**src/design/cache_defs.svh**
```systemverilog
`ifndef CACHE_DEFS_SVH
`define CACHE_DEFS_SVH

// byte address split as tag | index | offset
`define OFFSET_BITS 5
`define INDEX_BITS 3
`define TAG_BITS 24

// one set per index value
`define SETS 8

// eight 32-bit words
`define LINE_BITS 256

`endif
```
**src/design/mem_types_pkg.sv**
```systemverilog
`default_nettype none

`include "cache_defs.svh"

package mem_types_pkg;

  // one whole line per beat at a line-aligned address
  typedef struct packed {
    logic                  read;
    logic                  write;
    logic [31:0]           addr;
    logic [`LINE_BITS-1:0] wdata;
  } pmem_req_t;

  typedef struct packed {
    logic                  resp;
    logic [`LINE_BITS-1:0] rdata;
  } pmem_rsp_t;

  typedef enum logic [1:0] {ARB_IDLE, ARB_ICACHE, ARB_DCACHE} arb_state_e;

endpackage

`default_nettype wire

```
**src/design/cache_types_pkg.sv**
```systemverilog
`default_nettype none

`include "cache_defs.svh"

package cache_types_pkg;

  typedef logic [`TAG_BITS-1:0] tag_t;
  typedef logic [`INDEX_BITS-1:0] index_t;

  typedef struct packed {
    logic        read;
    logic        write;
    logic [31:0] addr;
    logic [31:0] wdata;
    logic [3:0]  mask;
  } cpu_req_t;

  typedef struct packed {
    logic        resp;
    logic [31:0] rdata;
  } cpu_rsp_t;

  typedef enum logic [2:0] {IDLE, CHECK, BUFFER, WRITE_BACK, FILL} dcache_state_e;

  // what the line arrays load this cycle
  typedef enum logic [1:0] {DATA_HOLD, DATA_CPU_WRITE, DATA_FILL} data_sel_e;

  typedef struct packed {
    logic [1:0] ld_tag;
    logic [1:0] ld_valid;
    logic [1:0] ld_dirty;
    logic       dirty_val;
    logic       ld_lru;
    logic       lru_val;
    data_sel_e  data_sel;
  } dcache_ctrl_t;

  typedef struct packed {
    logic       hit;
    logic       hit_way;
    logic [1:0] dirty;
    logic       lru;
  } dcache_status_t;

endpackage

`default_nettype wire

```
**src/design/icache.sv**
```systemverilog
`timescale 1ns/100ps
`default_nettype none

`include "cache_defs.svh"

module icache (
  input  logic                      clk,
  input  logic                      rst,
  input  cache_types_pkg::cpu_req_t req,
  output cache_types_pkg::cpu_rsp_t rsp,
  output mem_types_pkg::pmem_req_t  mem_req,
  input  mem_types_pkg::pmem_rsp_t  mem_rsp
);

  import cache_types_pkg::*;

  tag_t                    tags  [`SETS];
  logic [`LINE_BITS-1:0]   lines [`SETS];
  logic [`SETS-1:0]        valid;
  dcache_state_e           state;
  dcache_state_e           state_next;
  tag_t                    tag;
  index_t                  idx;
  logic [`OFFSET_BITS-3:0] word;
  logic                    hit;
  logic                    fill_done;

  assign tag       = req.addr[31 -: `TAG_BITS];
  assign idx       = req.addr[`OFFSET_BITS +: `INDEX_BITS];
  assign word      = req.addr[`OFFSET_BITS-1:2];
  assign hit       = valid[idx] && (tags[idx] == tag);
  assign fill_done = (state == FILL) && mem_rsp.resp;

  // the write field never starts a lookup
  assign rsp.resp  = (state == CHECK) && req.read && hit;
  assign rsp.rdata = lines[idx][word*32 +: 32];

  assign mem_req.read  = (state == FILL);
  assign mem_req.write = 1'b0;
  assign mem_req.addr  = {tag, idx, {`OFFSET_BITS{1'b0}}};
  assign mem_req.wdata = '0;

  always_comb
  begin
    state_next = state;
    case (state)
      IDLE:
      begin
        if (req.read)
          state_next = CHECK;
      end
      CHECK:
      begin
        if (!req.read)
          state_next = IDLE;
        else if (!hit)
          state_next = FILL;
      end
      FILL:
      begin
        if (mem_rsp.resp)
          state_next = CHECK;
      end
      default:
        state_next = IDLE;
    endcase
  end

  always_ff @(posedge clk)
  begin
    if (rst)
    begin
      state <= IDLE;
      valid <= '0;
    end
    else
    begin
      state <= state_next;
      if (fill_done)
        valid[idx] <= 1'b1;
    end
  end

  always_ff @(posedge clk)
  begin
    if (fill_done)
    begin
      tags[idx]  <= tag;
      lines[idx] <= mem_rsp.rdata;
    end
  end

endmodule

`default_nettype wire

```
**config.mk**
```make
export PLATFORM = sky130hd
export DESIGN_NAME = icache
export DESIGN_NICKNAME = d
export VERILOG_FILES = /design/src/design/mem_types_pkg.sv /design/src/design/cache_types_pkg.sv /design/src/design/icache.sv
export VERILOG_INCLUDE_DIRS = /design/src /design/src/design
export SDC_FILE = /design/constraint.sdc
export NUM_CORES = 2
export LEC_CHECK = 0
export ABC_AREA = 1
export BUFFER_PORTS_ARGS = -buffer_cell sky130_fd_sc_hd__buf_2
export CORE_MARGIN = 1
export CORE_UTILIZATION = 55
export DETAILED_ROUTE_END_ITERATION = 10
export HOLD_SLACK_MARGIN = 0.08
export PLACE_DENSITY = 0.81
export SYNTH_ARGS = -nofsm -noshare
export SYNTH_HDL_FRONTEND = slang
export SYNTH_SLANG_ARGS = --single-unit
```
**constraint.sdc**
```tcl
create_clock -name clk -period 19.3 [get_ports clk]
set_clock_uncertainty 0.05 [all_clocks]
set_input_delay 2.895 -clock clk [delete_from_list [all_inputs] [get_ports clk]]
set_output_delay 2.895 -clock clk [all_outputs]
set_load 0.01 [all_outputs]
```
==> results_dict.tcl <==
set metrics [dict create \
    outcome "complete, no violations" \
    insertion_delay_ns 0.87 \
    clk_path_buf_depth 3 \
    synth_area_per_cell_um2 14.32 \
    grt_pass1_vias 51850 \
    die_y_um 399.6 \
    slew_viol_final 0 \
    dp_hpwl_um 121900 \
    async_reset_ff_share_pct 0 \
    grtUsageTotal_pct 28.56 \
    path_class "input pin to output pin" \
    ys_seq_area_share_pct 77.58 \
    drc 0 \
    finalSetupViolCount 0 \
    fin_tns_setup_ns 0 \
    routed_wl_um 232600 \
    rows 145 \
    crit_path_end_kind "output pin" \
    hold_path_class "register to register" \
    critPathBufInv 5 \
    post_cts_buffers 0 \
    ant_nets 0 \
    yosysWarnings 0 \
    layout_setup_ws_ns 8.625 \
    cts_num_sinks 2250 \
    crit_fanout 54 \
    dieWidth_um 399.6 \
    portBuffers 350 \
    synth_edf_count 2240 \
    cts_resized 0 \
    grt_max_degree 143 \
    yosys_most_used_dff "edfxtp_1" \
    crit_top_cell "nand2_1" \
    grt_pass1_wl_um 331200 \
    crit_chain "buf_2 > nand2_1 > nor2_4 > buf_4 > buf_4 > buf_4 > a221oi_1 > nand4_1 > o211ai_1 > nand2_1 > nand2_1 > nand2_1 > buf_2" \
    drive_above_1_share_pct 11.64 \
    core_area_um2 156600 \
    io_pins 652 \
    worst_slew_pin_slew_ns 1.221 \
    vias 53700 \
    synth_area_leaders "edfxtp_1 77%, nand2_1 6.3%, buf_4 2.5%" \
    hold_buffers 0 \
    cts.clk_slew.worst_paths_ns 0.06 \
    drt_iter0_drc 7176 \
    required_ns 16.36 \
    slew_headroom_pct 18.38 \
    max_freq_mhz 93.67 \
    fin_crit_sh_pct 55.31 \
    power_leakage_nw 33.17 \
    avgViaCountPerCell 6.173 \
    ys_ff_latch 2250 \
    antenna_found_initial 128 \
    place.gp.congestion 0.8308 \
    cp-start-kind "input pin" \
    cp_slowest_cell "buf_4" \
    nets 6707 \
    wire_per_inst_um 26.73 \
    period_needed_ns 10.68 \
    grt.overflow.total 0 \
    h-tree-depth 4 \
    cts_root_buf "clkbuf_16" \
    ys_types 47 \
    syn-instance-count 6071 \
    dieArea_um2 159700 \
    start_util_pct 55.54 \
    powerDensity_nw_per_um2 102.0 \
    critPathArrivalTime_ns 7.73 \
    cpPeakStageDelay_ns 0.79 \
    peakVddDrop_mv 0.1105 \
    synth_top_area_cell "edfxtp_1" \
    cp_top_family "buffers and inverters" \
    cts_tree "yes" \
    synth.cell_area_um2 86960 \
    firstDrtPassIters 6 \
    area_growth_pct 10.97 \
    numCtsBuffers 208 \
    drv_cap 0 \
    rsz0062_at_grt "false" \
    synth_top_area_share_pct 77.35 \
    timing.final.hold_violations 0 \
    pre_cts_slack_ns 9.006 \
]
routing by layer:
metal  vias to the layer above  wire length [µm]  GRT usage, %
met5                         -               384             0
met4                        58             11120         14.86
met3                       671             33160         7.888
met2                      4211            110700         45.68
met1                     26160             77220         35.68
li1                      22600                 -             -
cells in the mapped netlist (36+ instances only):
cell / instances
a22oi_1: 139
nand4_1: 275
a21oi_1: 115
o21ai_0: 76
nand3_1: 190
nor2_1: 228
a22o_1: 150
a211oi_1: 36
buf_4: 294
buf_1: 45
inv_1: 246
o211ai_1: 65
buf_2: 174
a221oi_1: 131
edfxtp_1: 2240
clkbuf_1: 74
nand2_1: 1462
power breakdown:
group | total [mW] | internal (mW) | switching [mW]
registers | 5.38 | 5.38 | 0.00269
logic | 0.481 | 0.124 | 0.357
clock network | 3.98 | 2.16 | 1.82
total | 9.84 | 7.67 | 2.17
state kept, by name, indices dropped and copies added, names as in the netlist:
| register | count |
|---|---|
| lines | 2048 |
| tags | 192 |
| valid | 8 |
| state | 2 |
cell families after synthesis:
kind of cell           synth area share (%)
AOI/OAI and AO/OA                     6.374
buffers and inverters                 5.176
other                              0.004312
and+or+nand+nor                       10.86
DFF                                   77.58
layout make-up:
class / count / area (µm²)
antenna: 87 / 217.7
clock buffer: 246 / 5348
clock inverter: 141 / 1297
fill: 10400 / 60070
inverter: 254 / 975.9
multi-input combinational: 3239 / 16090
sequential: 2250 / 67460
tap: 2058 / 2575
timing repair buffer: 425 / 2526
layout by cell type, fill, tap and decap left out, drive strengths merged, types with 5 or more instances in the layout:
master,Yosys,routed
nand3,190,190
a221oi,131,131
nand4,275,275
o211ai,65,65
nor3,20,20
diode,0,87
clkbuf,74,246
and2,8,8
or2,19,19
nor4,9,9
a32o,6,6
conb,1,262
a211oi,36,36
a22oi,139,139
nor2,231,231
buf,515,425
o22ai,5,5
a21oi,115,115
o21ai,78,78
o21bai,8,8
clkinv,2,117
a22o,150,150
inv,252,262
nand2,1462,1462
bufinv,0,12
dfxtp,10,10
edfxtp,2240,2240
nand3b,5,5
worst register-to-register path, stage by stage, from the launching register on:
cell,delay [ns]
dfxtp_1,0.35
inv_1,0.05
nor2_1,0.14
nand2_1,0.09
buf_4,0.25
nor2_4,0.43
buf_4,0.86
buf_4,0.91
buf_4,0.89
path summary, 6_finish.rpt:
path | to | slack [ns] | depth (start not counted) | start
hold reg to reg | valid[5] | 0.43 | 2 | valid[5]
setup / recovery | rsp[13] | 8.62 | 13 | req[42]
hold / removal | valid[5] | 0.43 | 2 | valid[5]
setup reg to reg | lines[2][79] | 14.80 | 8 | state[2]
through the flow:
| stage | area (µm²) | power, mW | instances | hold slack, ns | utilization, % |
|---|---|---|---|---|---|
| floorplan | 87940 | 5.781 | 6332 | 0.3811 | - |
| global placement | 89630 | 5.935 | 8226 | 0.3899 | 57.25 |
| detailed placement | 89630 | 5.951 | 8226 | 0.4080 | 57.25 |
| CTS | 96280 | 9.834 | 8613 | 0.4237 | 61.49 |
| global route | 96400 | 10.07 | 8662 | 0.4477 | 61.57 |
| finish | 96500 | 9.841 | 8700 | 0.4256 | 61.63 |
Power figures use the tool's default switching activity.
