===== src/design/cache_defs.svh =====
`ifndef CACHE_DEFS_SVH
`define CACHE_DEFS_SVH

// byte address split as tag | index | offset
`define OFFSET_BITS 5
`define INDEX_BITS 3
`define TAG_BITS 24

// one set per index value
`define SETS 8

// eight 32-bit words
`define LINE_BITS 256

`endif

===== src/design/mem_types_pkg.sv =====
`default_nettype none

`include "cache_defs.svh"

package mem_types_pkg;

  // one whole line per beat at a line-aligned address
  typedef struct packed {
    logic                  read;
    logic                  write;
    logic [31:0]           addr;
    logic [`LINE_BITS-1:0] wdata;
  } pmem_req_t;

  typedef struct packed {
    logic                  resp;
    logic [`LINE_BITS-1:0] rdata;
  } pmem_rsp_t;

  typedef enum logic [1:0] {ARB_IDLE, ARB_ICACHE, ARB_DCACHE} arb_state_e;

endpackage

`default_nettype wire


===== src/design/pmem_arbiter.sv =====
`timescale 1ns/100ps
`default_nettype none

module pmem_arbiter (
  input  logic                     clk,
  input  logic                     rst,
  input  mem_types_pkg::pmem_req_t ireq,
  input  mem_types_pkg::pmem_req_t dreq,
  output mem_types_pkg::pmem_rsp_t irsp,
  output mem_types_pkg::pmem_rsp_t drsp,
  output mem_types_pkg::pmem_req_t mem_req,
  input  mem_types_pkg::pmem_rsp_t mem_rsp
);

  import mem_types_pkg::*;

  arb_state_e state;
  arb_state_e state_next;
  logic       i_active;
  logic       d_active;

  assign i_active = ireq.read | ireq.write;
  assign d_active = dreq.read | dreq.write;

  always_ff @(posedge clk)
  begin
    if (rst)
      state <= ARB_IDLE;
    else
      state <= state_next;
  end

  // data cache wins a tie
  always_comb
  begin
    state_next = state;
    case (state)
      ARB_IDLE:
      begin
        if (d_active)
          state_next = ARB_DCACHE;
        else if (i_active)
          state_next = ARB_ICACHE;
      end
      ARB_ICACHE, ARB_DCACHE:
      begin
        if (mem_rsp.resp)
          state_next = ARB_IDLE;
      end
      default:
        state_next = ARB_IDLE;
    endcase
  end

  always_comb
  begin
    mem_req = '0;
    irsp    = '0;
    drsp    = '0;
    case (state)
      ARB_ICACHE:
      begin
        mem_req = ireq;
        irsp    = mem_rsp;
      end
      ARB_DCACHE:
      begin
        mem_req = dreq;
        drsp    = mem_rsp;
      end
      default:
        ;
    endcase
  end

endmodule

`default_nettype wire


===== config.mk =====
export PLATFORM = sky130hd
export DESIGN_NAME = pmem_arbiter
export DESIGN_NICKNAME = d
export VERILOG_FILES = /design/src/design/mem_types_pkg.sv /design/src/design/pmem_arbiter.sv
export VERILOG_INCLUDE_DIRS = /design/src /design/src/design
export SDC_FILE = /design/constraint.sdc
export NUM_CORES = 1
export LEC_CHECK = 0
export ABC_AREA = 1
export BUFFER_PORTS_ARGS = -buffer_cell sky130_fd_sc_hd__buf_2
export CORE_AREA = 2 2 637 639
export CTS_BUF_LIST = sky130_fd_sc_hd__clkbuf_16
export CTS_CLUSTER_SIZE = 20
export DETAILED_ROUTE_END_ITERATION = 12
export DIE_AREA = 0 0 639 641
export HOLD_SLACK_MARGIN = 0.05
export PLACE_DENSITY = 0.3
export SKIP_CTS_REPAIR_TIMING = 1
export SYNTH_ARGS = -nofsm -noshare
export SYNTH_HDL_FRONTEND = slang
export SYNTH_SLANG_ARGS = --single-unit

===== constraint.sdc =====
create_clock -name clk -period 2.3 [get_ports clk]
set_input_delay 0.46 -clock clk [delete_from_list [all_inputs] [get_ports clk]]
set_output_delay 0.46 -clock clk [all_outputs]
set_load 0.005 [all_outputs]

==> results of run 1 <==
==> how the worst max path moves through the flow <==
stage / start / end / slack [ns] / cells after the start
after floorplan: state[1] / mem_req[220] / 0.58 / 7
final: state[1] / mem_req[80] / -0.36 / 9
after global routing: state[1] / mem_req[75] / -0.33 / 8
after detailed placement: state[1] / mem_req[264] / -0.72 / 8
after global placement: state[1] / mem_req[264] / -0.83 / 8
after CTS: state[1] / mem_req[264] / -0.98 / 8
==> cell type report <==
cell class                      instances  area [um^2]  share of cell area [%]
Antenna cell                           98          245                   0.810
Clock buffer                            3         75.1                   0.248
Inverter                              521         1970                    6.50
Multi-Input combinational cell       1398         7080                    23.4
Sequential cell                         2         42.5                   0.140
Tap cell                             5287         6620                    21.8
Timing Repair Buffer                 1857        14300                    47.1
==> per-layer routing <==
layer	vias to the layer above	GRT usage [%]	routed length, um
met5	-	0	1870
met4	282	0.740	6700
met3	901	11.7	58700
met2	2039	31.2	185000
met1	10645	18.3	135000
li1	9427	-	-
==> kinds of logic (layout without fill, tap and decap cells) <==
| logic type | after synthesis | in the layout | synth area share, % |
|---|---|---|---|
| and+or+nand+nor | 1103 | 1103 | 46.4 |
| buffers and inverters | 675 | 2381 | 36.0 |
| other | 0 | 98 | 0 |
| DFF | 2 | 2 | 0.448 |
| adders and majority gates | 3 | 3 | 0.420 |
| AOI/OAI and AO/OA | 292 | 292 | 16.8 |
==> worst max-delay path: stages (launching register included) <==
cell	delay, ns
dfxtp_2	0.33
inv_2	0.05
buf_6	0.11
ha_4	0.29
clkinv_8	0.08
buf_16	0.16
buf_12	0.15
clkbuf_16	0.16
a21oi_4	0.41
buf_12	0.17
==> power by group through the flow <==
stage / registers, mW / logic [mW] / clock network (mW)
6_report: 0.0446 / 10.5 / 0.267
5_1_grt: 0.0452 / 11.1 / 0.272
4_1_cts: 0.0422 / 9.14 / 0.274
3_5_place_dp: 0.0426 / 9.11 / 0
3_3_place_gp: 0.0438 / 9.22 / 0
2_1_floorplan: 0.0424 / 2.43 / 0
==> placed cells by master (no fill, tap or decap) <==
cell and count:
dfxtp_2 2, nand2_2 48, clkbuf_16 20, buf_4 108, nor2_1 1, a21oi_2 56, nand3_1 1, diode_2 98
clkinv_8 1, a21oi_1 165, buf_16 20, buf_8 10, ha_4 3, nand3b_1 1, buf_12 238, inv_2 2
nand2_1 1025, buf_6 37, inv_1 518, nand2_8 7, clkbuf_4 4, nand2_4 20, buf_2 1423, a21oi_4 71
==> metrics by stage <==
stage | TNS, ns | area (um^2) | std cells | hold WS [ns]
floorplan | 0 | 8940 | 2075 | 0.467
global placement | -52.03 | 27200 | 8999 | 0.628
CTS | -136.33 | 27300 | 9002 | 0.480
finish | -56.98 | 30300 | 9166 | 0.455
global route | -96.92 | 30100 | 9093 | 0.471
detailed placement | -32.91 | 27200 | 8999 | 0.588
==> results.json, run 1 <==
{
  "fmax_ghz": 0.376,
  "status": "finished, violations left",
  "maxCapViolations": 0,
  "root_buffer": "clkbuf_16",
  "tightest_slew_ns": 0.516,
  "synth_flop_cell": "dfxtp_1",
  "grt_pass1_vias": 20982,
  "ant_nets": 0,
  "portBuffers": 1642,
  "setup_viol": 570,
  "yosysSeqAreaShare_pct": 0.448,
  "rsz0062_at_grt": "true",
  "area_growth_pct": 239,
  "first_iter_violations": 1764,
  "dp_hpwl_mm": 366,
  "holdPathEnd": "state[1]",
  "syn_area_mm2": 0.00894,
  "cts.sinks": 2,
  "cts_tree": "done",
  "final_util_pct": 7.53,
  "cts_buffers": 3,
  "leakagePower_nw": 16.2,
  "reg.largest.list": "state x2",
  "ys_top_cells_by_area": "nand2_1 (46%), inv_1 (22%), a21oi_1 (16%), buf_6 (7.9%), buf_2 (3.0%)",
  "die_w_um": 639,
  "largest_register_ffs": 2,
  "grt_usage_pct": 17.7,
  "yosysTopAreaCell": "nand2_1",
  "worst_setup_path_start_kind": "register",
  "dr.pass1.iters": 5,
  "cts_max_level": 1,
  "power_density_mw_per_mm2": 356,
  "num_rows": 233,
  "synth_edf_count": 0,
  "clockBufferDepth": 2,
  "reg2reg_depth": 7,
  "p_switching_mw": 6.65,
  "start_util_pct": 2.22,
  "post-synth-top-count-cell": "nand2_1",
  "post-place-ws_ns": -0.725,
  "io_pins": 1643,
  "switching_share_pct": 61.7,
  "netlist_instances": 2075,
  "hp-class": "input port to register",
  "antenna_found_initial": 505,
  "r2r_start": "state[1]",
  "hold_depth": 2,
  "vias": 23294,
  "hp-start": "rst",
  "p_int_mw": 4.12,
  "grt_max_degree": 71,
  "insertion_delay_ns": 0.23,
  "synth_nets": 2917,
  "ys_async_sr_fraction_pct": 0,
  "ys_warn_count": 0,
  "drt-vias-per-instance": 2.54,
  "arrival_ns": 2.20,
  "drc_errors": 0,
  "grt_pass1_wl_mm": 425,
  "place_congestion": 0.903,
  "cp-end-kind": "output pin",
  "fill_cells": 47805,
  "drive_above_1_share_pct": 54.7,
  "rr_endpoint": "state[0]",
  "p_seq_share_pct": 0.4,
  "slew_headroom_pct": 65.5,
  "final_max_slew_viol_count": 0,
  "cts.clk_slew.worst_paths_ns": 0.03,
  "regMostFlops": "state",
  "pwr-share-comb_pct": 97.1,
  "fin_crit_sh_pct": 116,
  "coreArea_mm2": 0.402,
  "violations": "negative setup slack",
  "gr-total-overflow": 0,
  "irDropWorstVdd_mv": 0.198,
  "hold_violations": 0,
  "fin_ws_ns": -0.359,
  "worstPathRequired_ns": 1.84,
  "critPathMaxFanout": 5,
  "skew_ns": 0.000780,
  "die_h_um": 641,
  "avgSynthCellArea_um2": 4.31,
  "path_class": "register to output pin",
  "timing.reg2reg.setup_slack_ns": 1.06,
  "dieArea_mm2": 0.410,
  "wl_per_cell_um": 42.3,
  "routed_wl_mm": 388,
  "synth_top_area_share_pct": 46.2,
  "fin_crit_ns": 2.66,
  "synth_cell_types": 16,
  "synth_common_cells": "nand2_1 (1100), inv_1 (520), a21oi_1 (282)",
  "synth-seq-cells": 2,
  "finalPower_mw": 10.8,
  "power.share.clock_pct": 2.5,
  "nNetsFinal": 4625
}
Power figures use the tool's default switching activity.
==> run 2: changes to the inputs <==
--- a/config.mk
+++ b/config.mk
@@ -15,6 +15,8 @@
 export DIE_AREA = 0 0 639 641
 export HOLD_SLACK_MARGIN = 0.05
 export PLACE_DENSITY = 0.3
+export RECOVER_POWER = 50
+export REMOVE_ABC_BUFFERS = 1
 export SKIP_CTS_REPAIR_TIMING = 1
 export SYNTH_ARGS = -nofsm -noshare
 export SYNTH_HDL_FRONTEND = slang
==> results.json, run 2 (synthesis results as in run 1) <==
{
  "status": "finished, violations left",
  "violations": "negative setup slack",
  "leakagePower_nw": 16.4,
  "final_util_pct": 7.57,
  "wl_per_cell_um": 40.2,
  "fin_crit_ns": 2.54,
  "mostFrequentLayoutCell": "buf_2",
  "die_h_um": 641,
  "dp_hpwl_mm": 345,
  "r2r_start": "state[0]",
  "path_class": "register to output pin",
  "grt_pass1_wl_mm": 400,
  "dieArea_mm2": 0.410,
  "place_congestion": 1.12,
  "area_growth_pct": 240,
  "drc_errors": 0,
  "cts_max_level": 1,
  "drive_above_1_share_pct": 56.5,
  "fmax_ghz": 0.394,
  "timing.reg2reg.setup_slack_ns": 1.00,
  "die_w_um": 639,
  "insertion_delay_ns": 0.23,
  "start_util_pct": 2.22,
  "grt_max_degree": 71,
  "grt_usage_pct": 16.8,
  "setup_viol": 456,
  "regArea_um2": 45.0,
  "slew_headroom_pct": 65.2,
  "drt-vias-per-instance": 2.55,
  "fill_cells": 47920,
  "path_cells": "inv_4, buf_6, ha_4, buf_16, buf_12, buf_12, buf_16, nand2_4, a21oi_4, buf_6",
  "final_cell_mix": "buf_2 (1401), nand2_1 (988), inv_1 (506)",
  "cp_slowest_cell": "dfxtp_4",
  "root_buffer": "clkbuf_16",
  "num_rows": 233,
  "hold_depth": 2,
  "hp-class": "input port to register",
  "clockBufferDepth": 2,
  "fin_crit_sh_pct": 110,
  "routed_wl_mm": 370,
  "regMostFlops": "state",
  "fin_ws_ns": -0.240,
  "cts_buffers": 3,
  "cts.clk_slew.worst_paths_ns": 0.03,
  "finalInstanceArea_mm2": 0.0304,
  "hp-start": "rst",
  "nNetsFinal": 4629,
  "worst_setup_path_start_kind": "register",
  "largest_register_ffs": 2,
  "crit_family": "buffers and inverters",
  "cts.sinks": 2,
  "hold_violations": 0,
  "rr_endpoint": "state[1]",
  "portBuffers": 1642,
  "maxCapViolations": 0,
  "gr-total-overflow": 0,
  "rsz0062_at_grt": "true",
  "ant_nets": 0,
  "irDropWorstVdd_mv": 0.208,
  "reg2reg_depth": 7,
  "slowest_delay_ns": 0.35,
  "critPathMaxFanout": 8,
  "holdPathEnd": "state[1]",
  "first_iter_violations": 1885,
  "io_pins": 1643,
  "worstPathRequired_ns": 1.84,
  "grt_pass1_vias": 19683,
  "coreArea_mm2": 0.402,
  "power_density_mw_per_mm2": 342,
  "vias": 23488,
  "cts_tree": "done",
  "dr.pass1.iters": 7,
  "antenna_found_initial": 489,
  "final_max_slew_viol_count": 0,
  "skew_ns": 0.00145,
  "post_dp_cell_area_mm2": 0.0259,
  "multi_input_area_mm2": 0.00714,
  "tns_ns": -38.72,
  "reg.largest.list": "state x2",
  "tightest_slew_ns": 0.521,
  "cp_num_buf_inv": 7,
  "cp-end-kind": "output pin",
  "arrival_ns": 2.08
}
run 2: per-layer routing:
metal	GRT usage (%)	wire (um)	vias up
met5	0	2390	-
met4	3.86	13900	324
met3	11.5	56200	1100
met2	29.6	179000	2147
met1	15.8	119000	10443
li1	-	-	9474
run 2: stage by stage:
| stage | hold slack (ns) | std cells | total power [mW] | worst slack [ns] |
|---|---|---|---|---|
| 3_5_place_dp | 0.542 | 8957 | 8.29 | -0.697 |
| 3_3_place_gp | 0.559 | 8957 | 8.35 | -0.679 |
| 5_1_grt | 0.446 | 9169 | 11.0 | -0.258 |
| 4_1_cts | 0.459 | 8960 | 8.58 | -0.951 |
| 6_report | 0.441 | 9211 | 10.4 | -0.240 |
| 2_1_floorplan | 0.467 | 1921 | 2.83 | -8.24 |
run 2: layout make-up:
| class | count | share of cell area [%] |
|---|---|---|
| Inverter | 521 | 6.46 |
| Clock buffer | 3 | 0.247 |
| Sequential cell | 2 | 0.148 |
| Multi-Input combinational cell | 1398 | 23.5 |
| Timing Repair Buffer | 1861 | 46.8 |
| Tap cell | 5287 | 21.7 |
| Antenna cell | 139 | 1.14 |
run 2: worst max-delay path by stage:
stage	from	endpoint	cells past startpoint
6_report	state[0]	mem_req[113]	10
5_1_grt	state[0]	mem_req[263]	10
4_1_cts	state[0]	mem_req[29]	8
3_5_place_dp	state[0]	mem_req[29]	8
3_3_place_gp	state[0]	mem_req[29]	8
2_1_floorplan	state[0]	mem_req[220]	4
run 2: report_power, final:
part	switching [mW]	internal (mW)
combinational	6.14	3.96
clock	0.0452	0.222
sequential	0.00405	0.0404
total	6.19	4.22
