[config.mk]
export PLATFORM = sky130hd
export DESIGN_NAME = dcache_control
export DESIGN_NICKNAME = d
export VERILOG_FILES = /design/src/design/cache_types_pkg.sv /design/src/design/dcache_control.sv
export VERILOG_INCLUDE_DIRS = /design/src /design/src/design
export SDC_FILE = /design/constraint.sdc
export NUM_CORES = 1
export LEC_CHECK = 0
export BUFFER_PORTS_ARGS = -buffer_cell sky130_fd_sc_hd__buf_4
export CAP_MARGIN = 20
export CORE_ASPECT_RATIO = 1.1
export CORE_UTILIZATION = 20
export DETAILED_ROUTE_END_ITERATION = 6
export GPL_TIMING_DRIVEN = 0
export MAX_ROUTING_LAYER = met4
export PLACE_DENSITY = 0.89
export SYNTH_ARGS = -nofsm -noshare
export SYNTH_HDL_FRONTEND = slang
export SYNTH_SLANG_ARGS = --single-unit
[constraint.sdc]
create_clock -name clk -period 3.05 [get_ports clk]
set_input_delay 0.305 -clock clk [delete_from_list [all_inputs] [get_ports clk]]
set_output_delay 0.305 -clock clk [all_outputs]
set_load 0.02 [all_outputs]
[src/design/cache_defs.svh]
`ifndef CACHE_DEFS_SVH
`define CACHE_DEFS_SVH

// byte address split as tag | index | offset
`define OFFSET_BITS 5
`define INDEX_BITS 3
`define TAG_BITS 24

// one set per index value
`define SETS 8

// eight 32-bit words
`define LINE_BITS 256

`endif
[src/design/cache_types_pkg.sv]
`default_nettype none

`include "cache_defs.svh"

package cache_types_pkg;

  typedef logic [`TAG_BITS-1:0] tag_t;
  typedef logic [`INDEX_BITS-1:0] index_t;

  typedef struct packed {
    logic        read;
    logic        write;
    logic [31:0] addr;
    logic [31:0] wdata;
    logic [3:0]  mask;
  } cpu_req_t;

  typedef struct packed {
    logic        resp;
    logic [31:0] rdata;
  } cpu_rsp_t;

  typedef enum logic [2:0] {IDLE, CHECK, BUFFER, WRITE_BACK, FILL} dcache_state_e;

  // what the line arrays load this cycle
  typedef enum logic [1:0] {DATA_HOLD, DATA_CPU_WRITE, DATA_FILL} data_sel_e;

  typedef struct packed {
    logic [1:0] ld_tag;
    logic [1:0] ld_valid;
    logic [1:0] ld_dirty;
    logic       dirty_val;
    logic       ld_lru;
    logic       lru_val;
    data_sel_e  data_sel;
  } dcache_ctrl_t;

  typedef struct packed {
    logic       hit;
    logic       hit_way;
    logic [1:0] dirty;
    logic       lru;
  } dcache_status_t;

endpackage

`default_nettype wire

[src/design/dcache_control.sv]
`timescale 1ns/100ps
`default_nettype none

module dcache_control (
  input  logic                            clk,
  input  logic                            rst,
  input  cache_types_pkg::cpu_req_t       req,
  input  cache_types_pkg::dcache_status_t status,
  output cache_types_pkg::dcache_ctrl_t   ctrl,
  output logic                            resp,
  output logic                            mem_read,
  output logic                            mem_write,
  input  logic                            mem_resp
);

  import cache_types_pkg::*;

  dcache_state_e state;
  dcache_state_e state_next;
  logic          active;
  logic          victim;

  assign active = req.read | req.write;
  // the lru way is the one to replace
  assign victim = status.lru;

  always_ff @(posedge clk)
  begin
    if (rst)
      state <= IDLE;
    else
      state <= state_next;
  end

  always_comb
  begin
    state_next = state;
    case (state)
      IDLE:
      begin
        if (active)
          state_next = CHECK;
      end
      CHECK:
      begin
        if (!active)
          state_next = IDLE;
        else if (!status.hit)
          state_next = BUFFER;
      end
      BUFFER:
      begin
        if (status.dirty[victim])
          state_next = WRITE_BACK;
        else
          state_next = FILL;
      end
      WRITE_BACK:
      begin
        if (mem_resp)
          state_next = FILL;
      end
      FILL:
      begin
        // back to check, which then hits
        if (mem_resp)
          state_next = CHECK;
      end
      default:
        state_next = IDLE;
    endcase
  end

  always_comb
  begin
    ctrl          = '0;
    ctrl.data_sel = DATA_HOLD;
    resp          = 1'b0;
    mem_read      = 1'b0;
    mem_write     = 1'b0;
    case (state)
      CHECK:
      begin
        if (active && status.hit)
        begin
          resp         = 1'b1;
          ctrl.ld_lru  = 1'b1;
          ctrl.lru_val = ~status.hit_way;
          if (req.write)
          begin
            ctrl.ld_dirty[status.hit_way] = 1'b1;
            ctrl.dirty_val                = 1'b1;
            ctrl.data_sel                 = DATA_CPU_WRITE;
          end
        end
      end
      WRITE_BACK:
      begin
        mem_write = 1'b1;
        if (mem_resp)
        begin
          ctrl.ld_dirty[victim] = 1'b1;
          ctrl.dirty_val        = 1'b0;
        end
      end
      FILL:
      begin
        mem_read = 1'b1;
        if (mem_resp)
        begin
          ctrl.ld_tag[victim]   = 1'b1;
          ctrl.ld_valid[victim] = 1'b1;
          ctrl.ld_dirty[victim] = 1'b1;
          ctrl.dirty_val        = 1'b0;
          ctrl.data_sel         = DATA_FILL;
        end
      end
      default:
        ;
    endcase
  end

endmodule

`default_nettype wire

==> key figures, run 1 <==
Status
  • Status: complete, no violations

Synth
  • Number of synthesized flops with an enable pin: 0
  • Yosys reg bits: 3
  • Post-synth top area share: 18.8%
  • Ys async rst share: 0%
  • Synth warn: 0
  • Main flop type after synthesis: dfxtp_1
  • Post-Syn Area: 320 sq um
  • Synthesized instance count: 39
  • Post-synthesis sequential area ratio: 18.8%
  • Synth top area cells: dfxtp_1, buf_4, nor3b_1
  • Avg Inst Size Synth: 8.21 sq um
  • Syn nets: 117
  • Post-synth cell types: 27
  • Post-synth top area cell: dfxtp_1

Place
  • Placed cells: 78
  • DP Wirelength: 722 um
  • Post-DP Area: 513 sq um
  • Routability cong.: 0.860
  • IO buf count: 23

Min path
  • Class of the worst hold path: primary input to flip-flop
  • Worst hold start: rst
  • Worst hold endpoint: state[1]
  • Hold Path Depth: 2

Final layout
  • Util after Layout: 37.5%
  • Largest register FFs: 3
  • Layout fillers: 159
  • Post-layout net count: 145
  • Area of the multi-input gates: 226 sq um
  • Share of post-route cells with drive strength above 1: 54.5%
  • Final instance count without filler cells: 82
  • Largest regs: state: 3 flops
  • Sequential cell area: 60.1 sq um
  • Largest Register: state
  • # diodes: 0
  • Layout area overhead: 68.4%
  • Design area: 539 sq um

Critical path
  • Crit Path Max Fanout: 10
  • CP max stage cell: nor3b_1
  • CP required: 2.74 ns
  • FF-to-FF path depth: 3
  • Crit Path Category: flip-flop to output pin
  • FF-to-FF Start: state[2]
  • Max incr delay on CP: 0.56 ns
  • Critical Path AT: 1.82 ns
  • CP Cell Sequence: nor3b_1, o21ai_0, o22ai_1, buf_4
  • Reg-to-reg critical path endpoint: state[0]
  • R2R Setup Slk: 1.53 ns
  • CP endpoint kind: output pin
  • Startpoint Class: flip-flop

Power
  • VDD IR max: 0.118 mV
  • Pwr Density: 404 nW/um^2
  • Leak: 0.274 nW

STA
  • RSZ-0062 raised after global routing: no
  • Slew Limit Fails: 0
  • Rel. slew slack: 59.8%
  • Setup tns final: 0 ns
  • Final period utilization: 69.7%
  • Minimum clock period: 2.12 ns
  • Hold Fails Final Rpt: 0
  • Final Setup Violations: 0
  • Max Fclk: 471 MHz
  • Max Clock Skew: 0.00525 ns
  • Worst-margin pin slew: 0.602 ns

Clock network
  • CTS max path bufs: 2
  • Post-CTS Hold Fix Bufs: 0
  • Worst-path clk slew: 0.04 ns
  • Post-CTS sizing: 0
  • CTS buffer count: 3
  • Postcts setup bufs: 0
  • CTS tree: done
  • Skew-Pair Late Insertion Delay: 0.24 ns
  • CTS H-tree depth: 1
  • CTS Root Cell: clkbuf_4
  • Sink Count: 3

Routing
  • Drt drc: 0
  • Drt via density: 4.99
  • TritonRoute pass-1 iters: 4
  • Final WL: 899 um
  • Routed Antenna Nets: 0
  • Vias: 409
  • Drt initial violations: 7
  • Wire per inst: 11.0 um

Global routing
  • Largest net degree at the start of global routing: 11
  • Total GRT Usage: 12.1%
  • Vias in the first global route: 312
  • Global-route wire length before repair: 1.32 mm
  • Initial antenna violation count: 0
  • Grt ovf: 0

Floorplan
  • Die area: 1770 sq um
  • Initial Util: 22.3%
  • Core area: 1440 sq um
  • Chip width: 40.2 um
  • # IOs: 92
  • Die height: 44.0 um
  • Row cnt: 14

Run
  • Max-Cap Viols: 0
cells by family after synthesis:
logic type	Yosys count	synth area share, %
DFF	3	18.8
buffers and inverters	6	10.5
muxes	1	3.13
and+or+nand+nor	18	41.0
AOI/OAI and AO/OA	11	26.6
routing by layer:
layer / part of all wire (%) / up-vias / track usage (%)
met5: 0 / - / -
met4: 2.4 / 0 / 10.3
met3: 11 / 2 / 3.59
met2: 45 / 29 / 16.5
met1: 42 / 178 / 13.8
li1: - / 200 / -
power by group:
part	internal [mW]	total [mW]	switching (mW)
combinational	0.0460	0.0864	0.0405
sequential	0.0457	0.0580	0.0123
clock	0.0493	0.0734	0.0241
total	0.141	0.218	0.0768
layout by cell type, fill, tap and decap left out:
| master | synthesis | final |
|---|---|---|
| a2111oi_2 | 1 | 1 |
| a211oi_1 | 1 | 1 |
| a21oi_1 | 2 | 2 |
| a22o_1 | 1 | 1 |
| and2_1 | 1 | 1 |
| and2_2 | 1 | 1 |
| and3_1 | 1 | 1 |
| and3_2 | 1 | 1 |
| and3b_1 | 1 | 1 |
| buf_4 | 3 | 26 |
| clkbuf_1 | 0 | 1 |
| clkbuf_4 | 0 | 3 |
| dfxtp_1 | 3 | 3 |
| inv_1 | 3 | 3 |
| mux2i_1 | 1 | 1 |
| nand2_1 | 1 | 1 |
| nor2_1 | 1 | 1 |
| nor2b_1 | 1 | 1 |
| nor3b_1 | 3 | 3 |
| nor4bb_1 | 2 | 2 |
| o21a_1 | 2 | 2 |
| o21ai_0 | 1 | 1 |
| o22ai_1 | 1 | 1 |
| o2bb2ai_1 | 1 | 1 |
| o32ai_1 | 1 | 1 |
| or2_2 | 2 | 2 |
| or2b_2 | 1 | 1 |
| or3_2 | 1 | 1 |
| or4b_1 | 1 | 1 |
worst max-delay path, delay by kind of cell (launching register included):
| family | cells | cell delay (ns) |
|---|---|---|
| buffers and inverters | 1 | 0.17 |
| flip-flops | 1 | 0.47 |
| AND/OR/NAND/NOR | 1 | 0.56 |
| AO/OA/AOI/OAI | 2 | 0.39 |
area by class of cell:
cell class                 count  share of cell area, %
clock buffer                   4                   4.87
multi-input combinational     30                   42.0
tap                           16                   3.71
inverter                       3                   2.09
timing repair buffer          23                   32.0
buffer                         3                   4.18
sequential                     3                   11.1
Yosys cell counts, types with 2 or more instances:
| master | instances |
|---|---|
| buf_4 | 3 |
| nor4bb_1 | 2 |
| nor3b_1 | 3 |
| or2_2 | 2 |
| a21oi_1 | 2 |
| inv_1 | 3 |
| dfxtp_1 | 3 |
| o21a_1 | 2 |
worst max-delay path by stage:
| stage | start | endpoint | slack, ns | cells past startpoint |
|---|---|---|---|---|
| 6_report | state[2] | ctrl[5] | 0.93 | 4 |
| 5_1_grt | state[2] | ctrl[6] | 0.82 | 4 |
| 4_1_cts | state[2] | ctrl[5] | 0.91 | 4 |
| 3_5_place_dp | state[2] | ctrl[5] | 1.17 | 4 |
| 3_3_place_gp | state[2] | ctrl[5] | 1.23 | 4 |
| 2_1_floorplan | state[2] | ctrl[6] | 0.92 | 3 |
through the flow:
stage                     hold WS, ns  power (mW)  setup slack [ns]
after detailed placement        0.520       0.146              1.17
after CTS                       0.263       0.221             0.914
final                           0.268       0.218             0.926
after global routing            0.280       0.230             0.821
after floorplan                 0.385       0.109             0.921
after global placement          0.516       0.143              1.23
Power figures use the tool's default switching activity.
==> run 2, diff against run 1 <==
--- a/config.mk
+++ b/config.mk
@@ -6,14 +6,15 @@
 export SDC_FILE = /design/constraint.sdc
 export NUM_CORES = 1
 export LEC_CHECK = 0
+export ABC_AREA = 1
 export BUFFER_PORTS_ARGS = -buffer_cell sky130_fd_sc_hd__buf_4
 export CAP_MARGIN = 20
 export CORE_ASPECT_RATIO = 1.1
-export CORE_UTILIZATION = 20
+export CORE_UTILIZATION = 19
 export DETAILED_ROUTE_END_ITERATION = 6
 export GPL_TIMING_DRIVEN = 0
 export MAX_ROUTING_LAYER = met4
-export PLACE_DENSITY = 0.89
+export PLACE_DENSITY = 0.81
 export SYNTH_ARGS = -nofsm -noshare
 export SYNTH_HDL_FRONTEND = slang
 export SYNTH_SLANG_ARGS = --single-unit
==> constraint.sdc (replaced) <==
create_clock -name clk -period 1.77 [get_ports clk]
set_input_delay 0.177 -clock clk [delete_from_list [all_inputs] [get_ports clk]]
set_output_delay 0.177 -clock clk [all_outputs]
set_load 0.02 [all_outputs]
==> run 2 against run 1 <==
Compared with the run above: critical path depth increased by 3; critical endpoint is now ctrl[9]; final cell count increased by 52%; core utilization decreased by 4.0 points; via count increased by 20%; first-iteration DRC count decreased by 14%; register-to-register slack got worse by 0.91 ns; combinational power increased to 5.8 times the previous value; global-route usage decreased by 1.6 points; routed wire length increased by 15%.
==> key figures, run 2 <==
Routing
  • Drt drc: 0 (unchanged)
  • Final WL: 1.03 mm (+15%)
  • TritonRoute pass-1 iters: 4 (unchanged)
  • Wire per inst: 8.25 um (-25%)
  • Routed Antenna Nets: 0 (unchanged)
  • Drt via density: 3.94 (-21%)
  • Drt initial violations: 6 (-1)
  • Vias: 492 (+20%)

Run
  • Max-Cap Viols: 0 (unchanged)

Clock network
  • CTS max path bufs: 2 (unchanged)
  • Post-CTS Hold Fix Bufs: 0 (unchanged)
  • Skew-Pair Late Insertion Delay: 0.24 ns (about the same)
  • Postcts setup bufs: 0 (unchanged)
  • CTS Root Cell: clkbuf_4
  • Post-CTS sizing: 0 (unchanged)
  • CTS tree: done
  • CTS H-tree depth: 1 (unchanged)
  • Sink Count: 3 (unchanged)
  • CTS buffer count: 3 (unchanged)
  • Worst-path clk slew: 0.04 ns (about the same)

Final layout
  • Design area: 612 sq um (+13%)
  • Largest Register: state
  • Largest regs: state: 3 flops
  • Share of post-route cells with drive strength above 1: 43.9% (-11 points)
  • Post-layout net count: 177 (+22%)
  • Layout fillers: 222 (+40%)
  • Sequential cell area: 60.1 sq um (unchanged)
  • Final instance count without filler cells: 125 (+52%)
  • Util after Layout: 33.6% (-4.0 points)
  • Largest register FFs: 3 (unchanged)
  • Most common cell after layout, fill and taps aside: buf_4
  • # diodes: 0 (unchanged)
  • Area of the multi-input gates: 248 sq um (+9.4%)
  • Layout area overhead: 61.4%
  • Most frequent cells in the layout: buf_4, nand2_1, nor2_1, inv_1

Critical path
  • CP required: 1.59 ns (-1.15 ns)
  • Crit Path Category: flip-flop to output pin
  • CP endpoint kind: output pin
  • CP Cell Sequence: nor2_1, inv_1, nor2_2, inv_2, nor2_1, buf_4, buf_4
  • FF-to-FF Start: state[0]
  • Crit path buffers/inverters: 4 (+3)
  • Worst path top cell family by delay: simple AND/OR/NAND/NOR gates
  • Critical Path AT: 1.44 ns (-0.38 ns)
  • Setup crit start: state[0]
  • Startpoint Class: flip-flop
  • Crit path depth: 7 (+3)
  • CP max stage cell: dfxtp_1
  • FF-to-FF path depth: 7 (+4)
  • Crit Path Max Fanout: 7 (-3)
  • Max incr delay on CP: 0.36 ns (-0.20 ns)

Status
  • Status: complete, no violations

STA
  • Final period utilization: 91.5%
  • Fin worst setup slack: 0.150 ns (-0.776 ns)
  • Worst hold slack: 0.208 ns (-0.0603 ns)
  • RSZ-0062 raised after global routing: no
  • Final Setup Violations: 0 (unchanged)
  • Max Fclk: 617 MHz
  • Hold Fails Final Rpt: 0 (unchanged)
  • Max Clock Skew: 0.00607 ns (+0.000817 ns)
  • Slew Limit Fails: 0 (unchanged)
  • Minimum clock period: 1.62 ns
  • Rel. slew slack: 84.0% (+24 points)
  • Setup tns final: 0 ns (unchanged)
  • Worst-margin pin slew: 0.240 ns (-0.363 ns)

Floorplan
  • Initial Util: 20.8% (-1.5 points)
  • Row cnt: 16 (+2)
  • Chip width: 44.6 um (+11%)
  • Die height: 48.9 um (+11%)
  • Core area: 1820 sq um (+27%)
  • # IOs: 92 (unchanged)
  • Die area: 2180 sq um (+23%)

Place
  • DP Wirelength: 893 um (+24%)
  • Post-DP Area: 586 sq um (+14%)
  • Routability cong.: 0.799 (-7.0%)
  • Placed cells: 121 (+55%)
  • DP Worst Slack: 0.396 ns (-0.770 ns)
  • IO buf count: 23 (unchanged)

Synth
  • Post-synth top area cell: nand2_1
  • Post-synth cell types: 17 (-37%)
  • Synth warn: 0 (unchanged)
  • Avg Inst Size Synth: 5.34 sq um (-35%)
  • Synthesized instance count: 71 (+82%)
  • Yosys reg bits: 3 (unchanged)
  • Ys async rst share: 0% (unchanged)
  • Post-Syn Area: 379 sq um (+18%)
  • Main flop type after synthesis: dfxtp_1
  • Number of synthesized flops with an enable pin: 0 (unchanged)
  • Synth cell count leaders: nand2_1, nor2_1, inv_1
  • Count leader, synth: nand2_1
  • Synth top area cells: nand2_1, dfxtp_1, nor2_1
  • Post-synthesis sequential area ratio: 15.8% (-2.9 points)
  • Post-synth top area share: 16.8% (-1.9 points)
  • Syn nets: 149 (+27%)

Global routing
  • Total GRT Usage: 10.5% (-1.6 points)
  • Initial antenna violation count: 0 (unchanged)
  • Largest net degree at the start of global routing: 8 (-3)
  • Grt ovf: 0 (unchanged)
  • Global-route wire length before repair: 1.61 mm (+22%)
  • Vias in the first global route: 415 (+33%)

Power
  • Leak: 0.353 nW (+29%)
  • Pwr Density: 1250 nW/um^2 (+210%)
  • Pwr Total: 763 uW (+250%)
  • VDD IR max: 0.387 mV (+230%)

Min path
  • Hold Path Depth: 4 (+2)
  • Worst hold start: rst
  • Class of the worst hold path: primary input to flip-flop
[run 2: cell type report]
class / instances / area share, %
multi-input cells: 52 / 40.5
clock buffers: 4 / 4.29
well taps: 27 / 5.52
flip-flops and latches: 3 / 9.82
inverters: 13 / 7.98
plain buffers: 3 / 3.68
repair buffers: 23 / 28.2
[run 2: worst register-to-register path, stage by stage, from the launching register on]
cell and delay [ns]:
dfxtp_1 0.44, nand2_1 0.11, nand2_1 0.10, nand3_2 0.11
nand3_2 0.11, nand2_1 0.06, nand2_1 0.07, nor2_2 0.04
[run 2: routing by layer]
layer	track usage [%]	vias up	routed length, um
li1	-	266	-
met1	12.0	205	459
met2	15.7	21	486
met3	4.44	0	85
met4	4.55	0	0
met5	-	-	0
[run 2: worst paths after layout]
path	end	slack, ns
max	ctrl[9]	0.15
min	state[2]	0.21
max reg2reg	state[0]	0.62
min reg2reg	state[2]	0.56
[run 2: report_power, final]
| part | internal, mW | switching [mW] |
|---|---|---|
| Combinational | 0.199 | 0.301 |
| Sequential | 0.0963 | 0.0431 |
| Clock | 0.0848 | 0.0396 |
| Total | 0.380 | 0.383 |
[run 2: kinds of logic (layout without fill, tap and decap cells)]
| kind of cell | after synthesis | in the layout | share of synthesized area [%] |
|---|---|---|---|
| AOI/OAI and AO/OA | 5 | 5 | 7.59 |
| buffers and inverters | 16 | 43 | 18.8 |
| DFF | 3 | 3 | 15.8 |
| and+or+nand+nor | 47 | 47 | 57.8 |
==> run 3, diff against run 2 <==
--- a/config.mk
+++ b/config.mk
@@ -14,7 +14,7 @@
 export DETAILED_ROUTE_END_ITERATION = 6
 export GPL_TIMING_DRIVEN = 0
 export MAX_ROUTING_LAYER = met4
-export PLACE_DENSITY = 0.81
+export PLACE_DENSITY = 0.82
 export SYNTH_ARGS = -nofsm -noshare
 export SYNTH_HDL_FRONTEND = slang
 export SYNTH_SLANG_ARGS = --single-unit
==> run 3 against run 2 <==
Compared with the run above: hold slack improved by 0.0034 ns; critical path type unchanged; die area unchanged; via count decreased by 0.61%; total power decreased by 0.84%; critical path depth unchanged; sequential share of layout area about the same.
==> key figures, run 3 (same netlist as run 2, synthesis figures left out) <==
Floorplan
  • Initial Util: 20.8% (unchanged)
  • # IOs: 92 (unchanged)
  • Row cnt: 16 (unchanged)
  • Chip width: 44.6 um (unchanged)
  • Die area: 2180 sq um (unchanged)
  • Die height: 48.9 um (unchanged)
  • Core area: 1820 sq um (unchanged)

Routing
  • Drt drc: 0 (unchanged)
  • TritonRoute pass-1 iters: 4 (unchanged)
  • Final WL: 997 um (-3.3%)
  • Routed Antenna Nets: 0 (unchanged)
  • Drt initial violations: 8 (+2)
  • Vias: 489 (-0.61%)
  • Drt via density: 3.91 (-0.61%)
  • Wire per inst: 7.98 um (-3.3%)

Place
  • DP Wirelength: 872 um (-2.3%)
  • DP Worst Slack: 0.407 ns (+0.0104 ns)
  • Routability cong.: 0.799 (about the same)
  • IO buf count: 23 (unchanged)
  • Placed cells: 121 (unchanged)

Clock network
  • CTS max path bufs: 2 (unchanged)
  • Postcts setup bufs: 0 (unchanged)
  • Post-CTS sizing: 0 (unchanged)
  • Worst-path clk slew: 0.04 ns (about the same)
  • Sink Count: 3 (unchanged)
  • CTS H-tree depth: 1 (unchanged)
  • Post-CTS Hold Fix Bufs: 0 (unchanged)
  • CTS Root Cell: clkbuf_4
  • Skew-Pair Late Insertion Delay: 0.23 ns (about the same)
  • CTS buffer count: 3 (unchanged)
  • CTS tree: done

STA
  • RSZ-0062 raised after global routing: no
  • Setup tns final: 0 ns (unchanged)
  • Rel. slew slack: 83.0% (-1.0 points)
  • Minimum clock period: 1.57 ns (-0.0516 ns)
  • Hold Fails Final Rpt: 0 (unchanged)
  • Worst-margin pin slew: 0.255 ns (+0.0154 ns)
  • Final period utilization: 88.6% (-2.9 points)
  • Final Setup Violations: 0 (unchanged)
  • Fin worst setup slack: 0.202 ns (+0.0516 ns)
  • Max Clock Skew: 0.000621 ns (-0.00545 ns)
  • Worst hold slack: 0.211 ns (+0.00343 ns)
  • Max Fclk: 638 MHz (+3.3%)
  • Slew Limit Fails: 0 (unchanged)

Critical path
  • CP required: 1.59 ns (about the same)
  • Startpoint Class: flip-flop
  • CP max stage cell: dfxtp_1
  • Max incr delay on CP: 0.45 ns (+0.09 ns)
  • Critical Path AT: 1.39 ns (-0.05 ns)
  • Setup crit start: state[0]
  • Crit Path Category: flip-flop to output pin
  • Crit Path Max Fanout: 7 (unchanged)
  • CP Cell Sequence: nand2_1, nor2_2, nand3_1, inv_2, nand2_1, o31ai_1, buf_4
  • R2R Setup Slk: 0.61 ns (about the same)
  • Crit path top cell by count: nand2_1
  • Crit path to: ctrl[6]
  • FF-to-FF Start: state[0]
  • CP endpoint kind: output pin
  • FF-to-FF path depth: 7 (unchanged)
  • Reg-to-reg critical path endpoint: state[1]

Power
  • Pwr Total: 757 uW (-0.84%)
  • Leak: 0.354 nW (+0.11%)
  • VDD IR max: 0.467 mV (+21%)
  • Pwr Density: 1230 nW/um^2 (-1.2%)

Final layout
  • Area of the multi-input gates: 250 sq um (+1.0%)
  • Sequential cell area: 60.1 sq um (unchanged)
  • Largest regs: state: 3 flops
  • Largest register FFs: 3 (unchanged)
  • Most frequent cells in the layout: buf_4, nand2_1, nor2_1, inv_1, nor2_2
  • Layout area overhead: 62.0%
  • Most common cell after layout, fill and taps aside: buf_4
  • Layout fillers: 205 (-7.7%)
  • Largest Register: state
  • Final instance count without filler cells: 125 (unchanged)
  • Post-layout net count: 177 (unchanged)
  • # diodes: 0 (unchanged)
  • Share of post-route cells with drive strength above 1: 44.9% (+1.0 points)

Global routing
  • Global-route wire length before repair: 1.59 mm (-1.3%)
  • Largest net degree at the start of global routing: 8 (unchanged)
  • Total GRT Usage: 10.2% (-0.30 points)
  • Initial antenna violation count: 0 (unchanged)
  • Grt ovf: 0 (unchanged)
  • Vias in the first global route: 422 (+1.7%)

Run
  • Max-Cap Viols: 0 (unchanged)

Min path
  • Class of the worst hold path: primary input to flip-flop

Status
  • Status: complete, no violations
## run 3: cell types whose count changed in the layout (fill, tap and decap cells not counted)
cell / delta
nor2_2: +1
nor2_1: -1
## run 3: routing by layer
metal / global-route usage, % / vias up / part of all wire, %
li1: - / 268 / -
met2: 15.4 / 19 / 48
met3: 3.70 / 2 / 7.9
met5: - / - / 0
met1: 11.7 / 200 / 43
met4: 4.55 / 0 / 0.60
## run 3: worst min path at each step
stage	start	end	slack (ns)	cells after the start
2_1_floorplan	rst	state[2]	0.34	3
3_3_place_gp	rst	state[2]	0.45	4
3_5_place_dp	rst	state[2]	0.45	4
4_1_cts	rst	state[2]	0.20	4
5_1_grt	rst	state[2]	0.21	4
6_report	rst	state[2]	0.21	4
## run 3: worst max-delay path: cells and delay by family (launching register included)
| family | cells | cell delay (ns) |
|---|---|---|
| AND/OR/NAND/NOR | 4 | 0.40 |
| flip-flops | 1 | 0.45 |
| AO/OA/AOI/OAI | 1 | 0.06 |
| buffers and inverters | 2 | 0.26 |
## run 3: power breakdown
part	switching (mW)	leakage, nW	internal, mW
clock network	0.0322	0.0150	0.0843
registers	0.0460	0.0248	0.0964
logic	0.297	0.314	0.201
total	0.375	0.354	0.382
## run 3: layout make-up
cell class / count / share of cell area (%)
Multi-Input combinational cell: 52 / 40.7
Timing Repair Buffer: 23 / 28.1
Sequential cell: 3 / 9.78
Inverter: 13 / 7.94
Tap cell: 27 / 5.50
Clock buffer: 4 / 4.28
Buffer: 3 / 3.67
## run 3: stage by stage
step | util (%) | area, sq um
CTS | 33.6 | 612
global route | 33.7 | 614
global placement | 32.1 | 586
detailed placement | 32.1 | 586
finish | 33.7 | 614
floorplan | - | 379
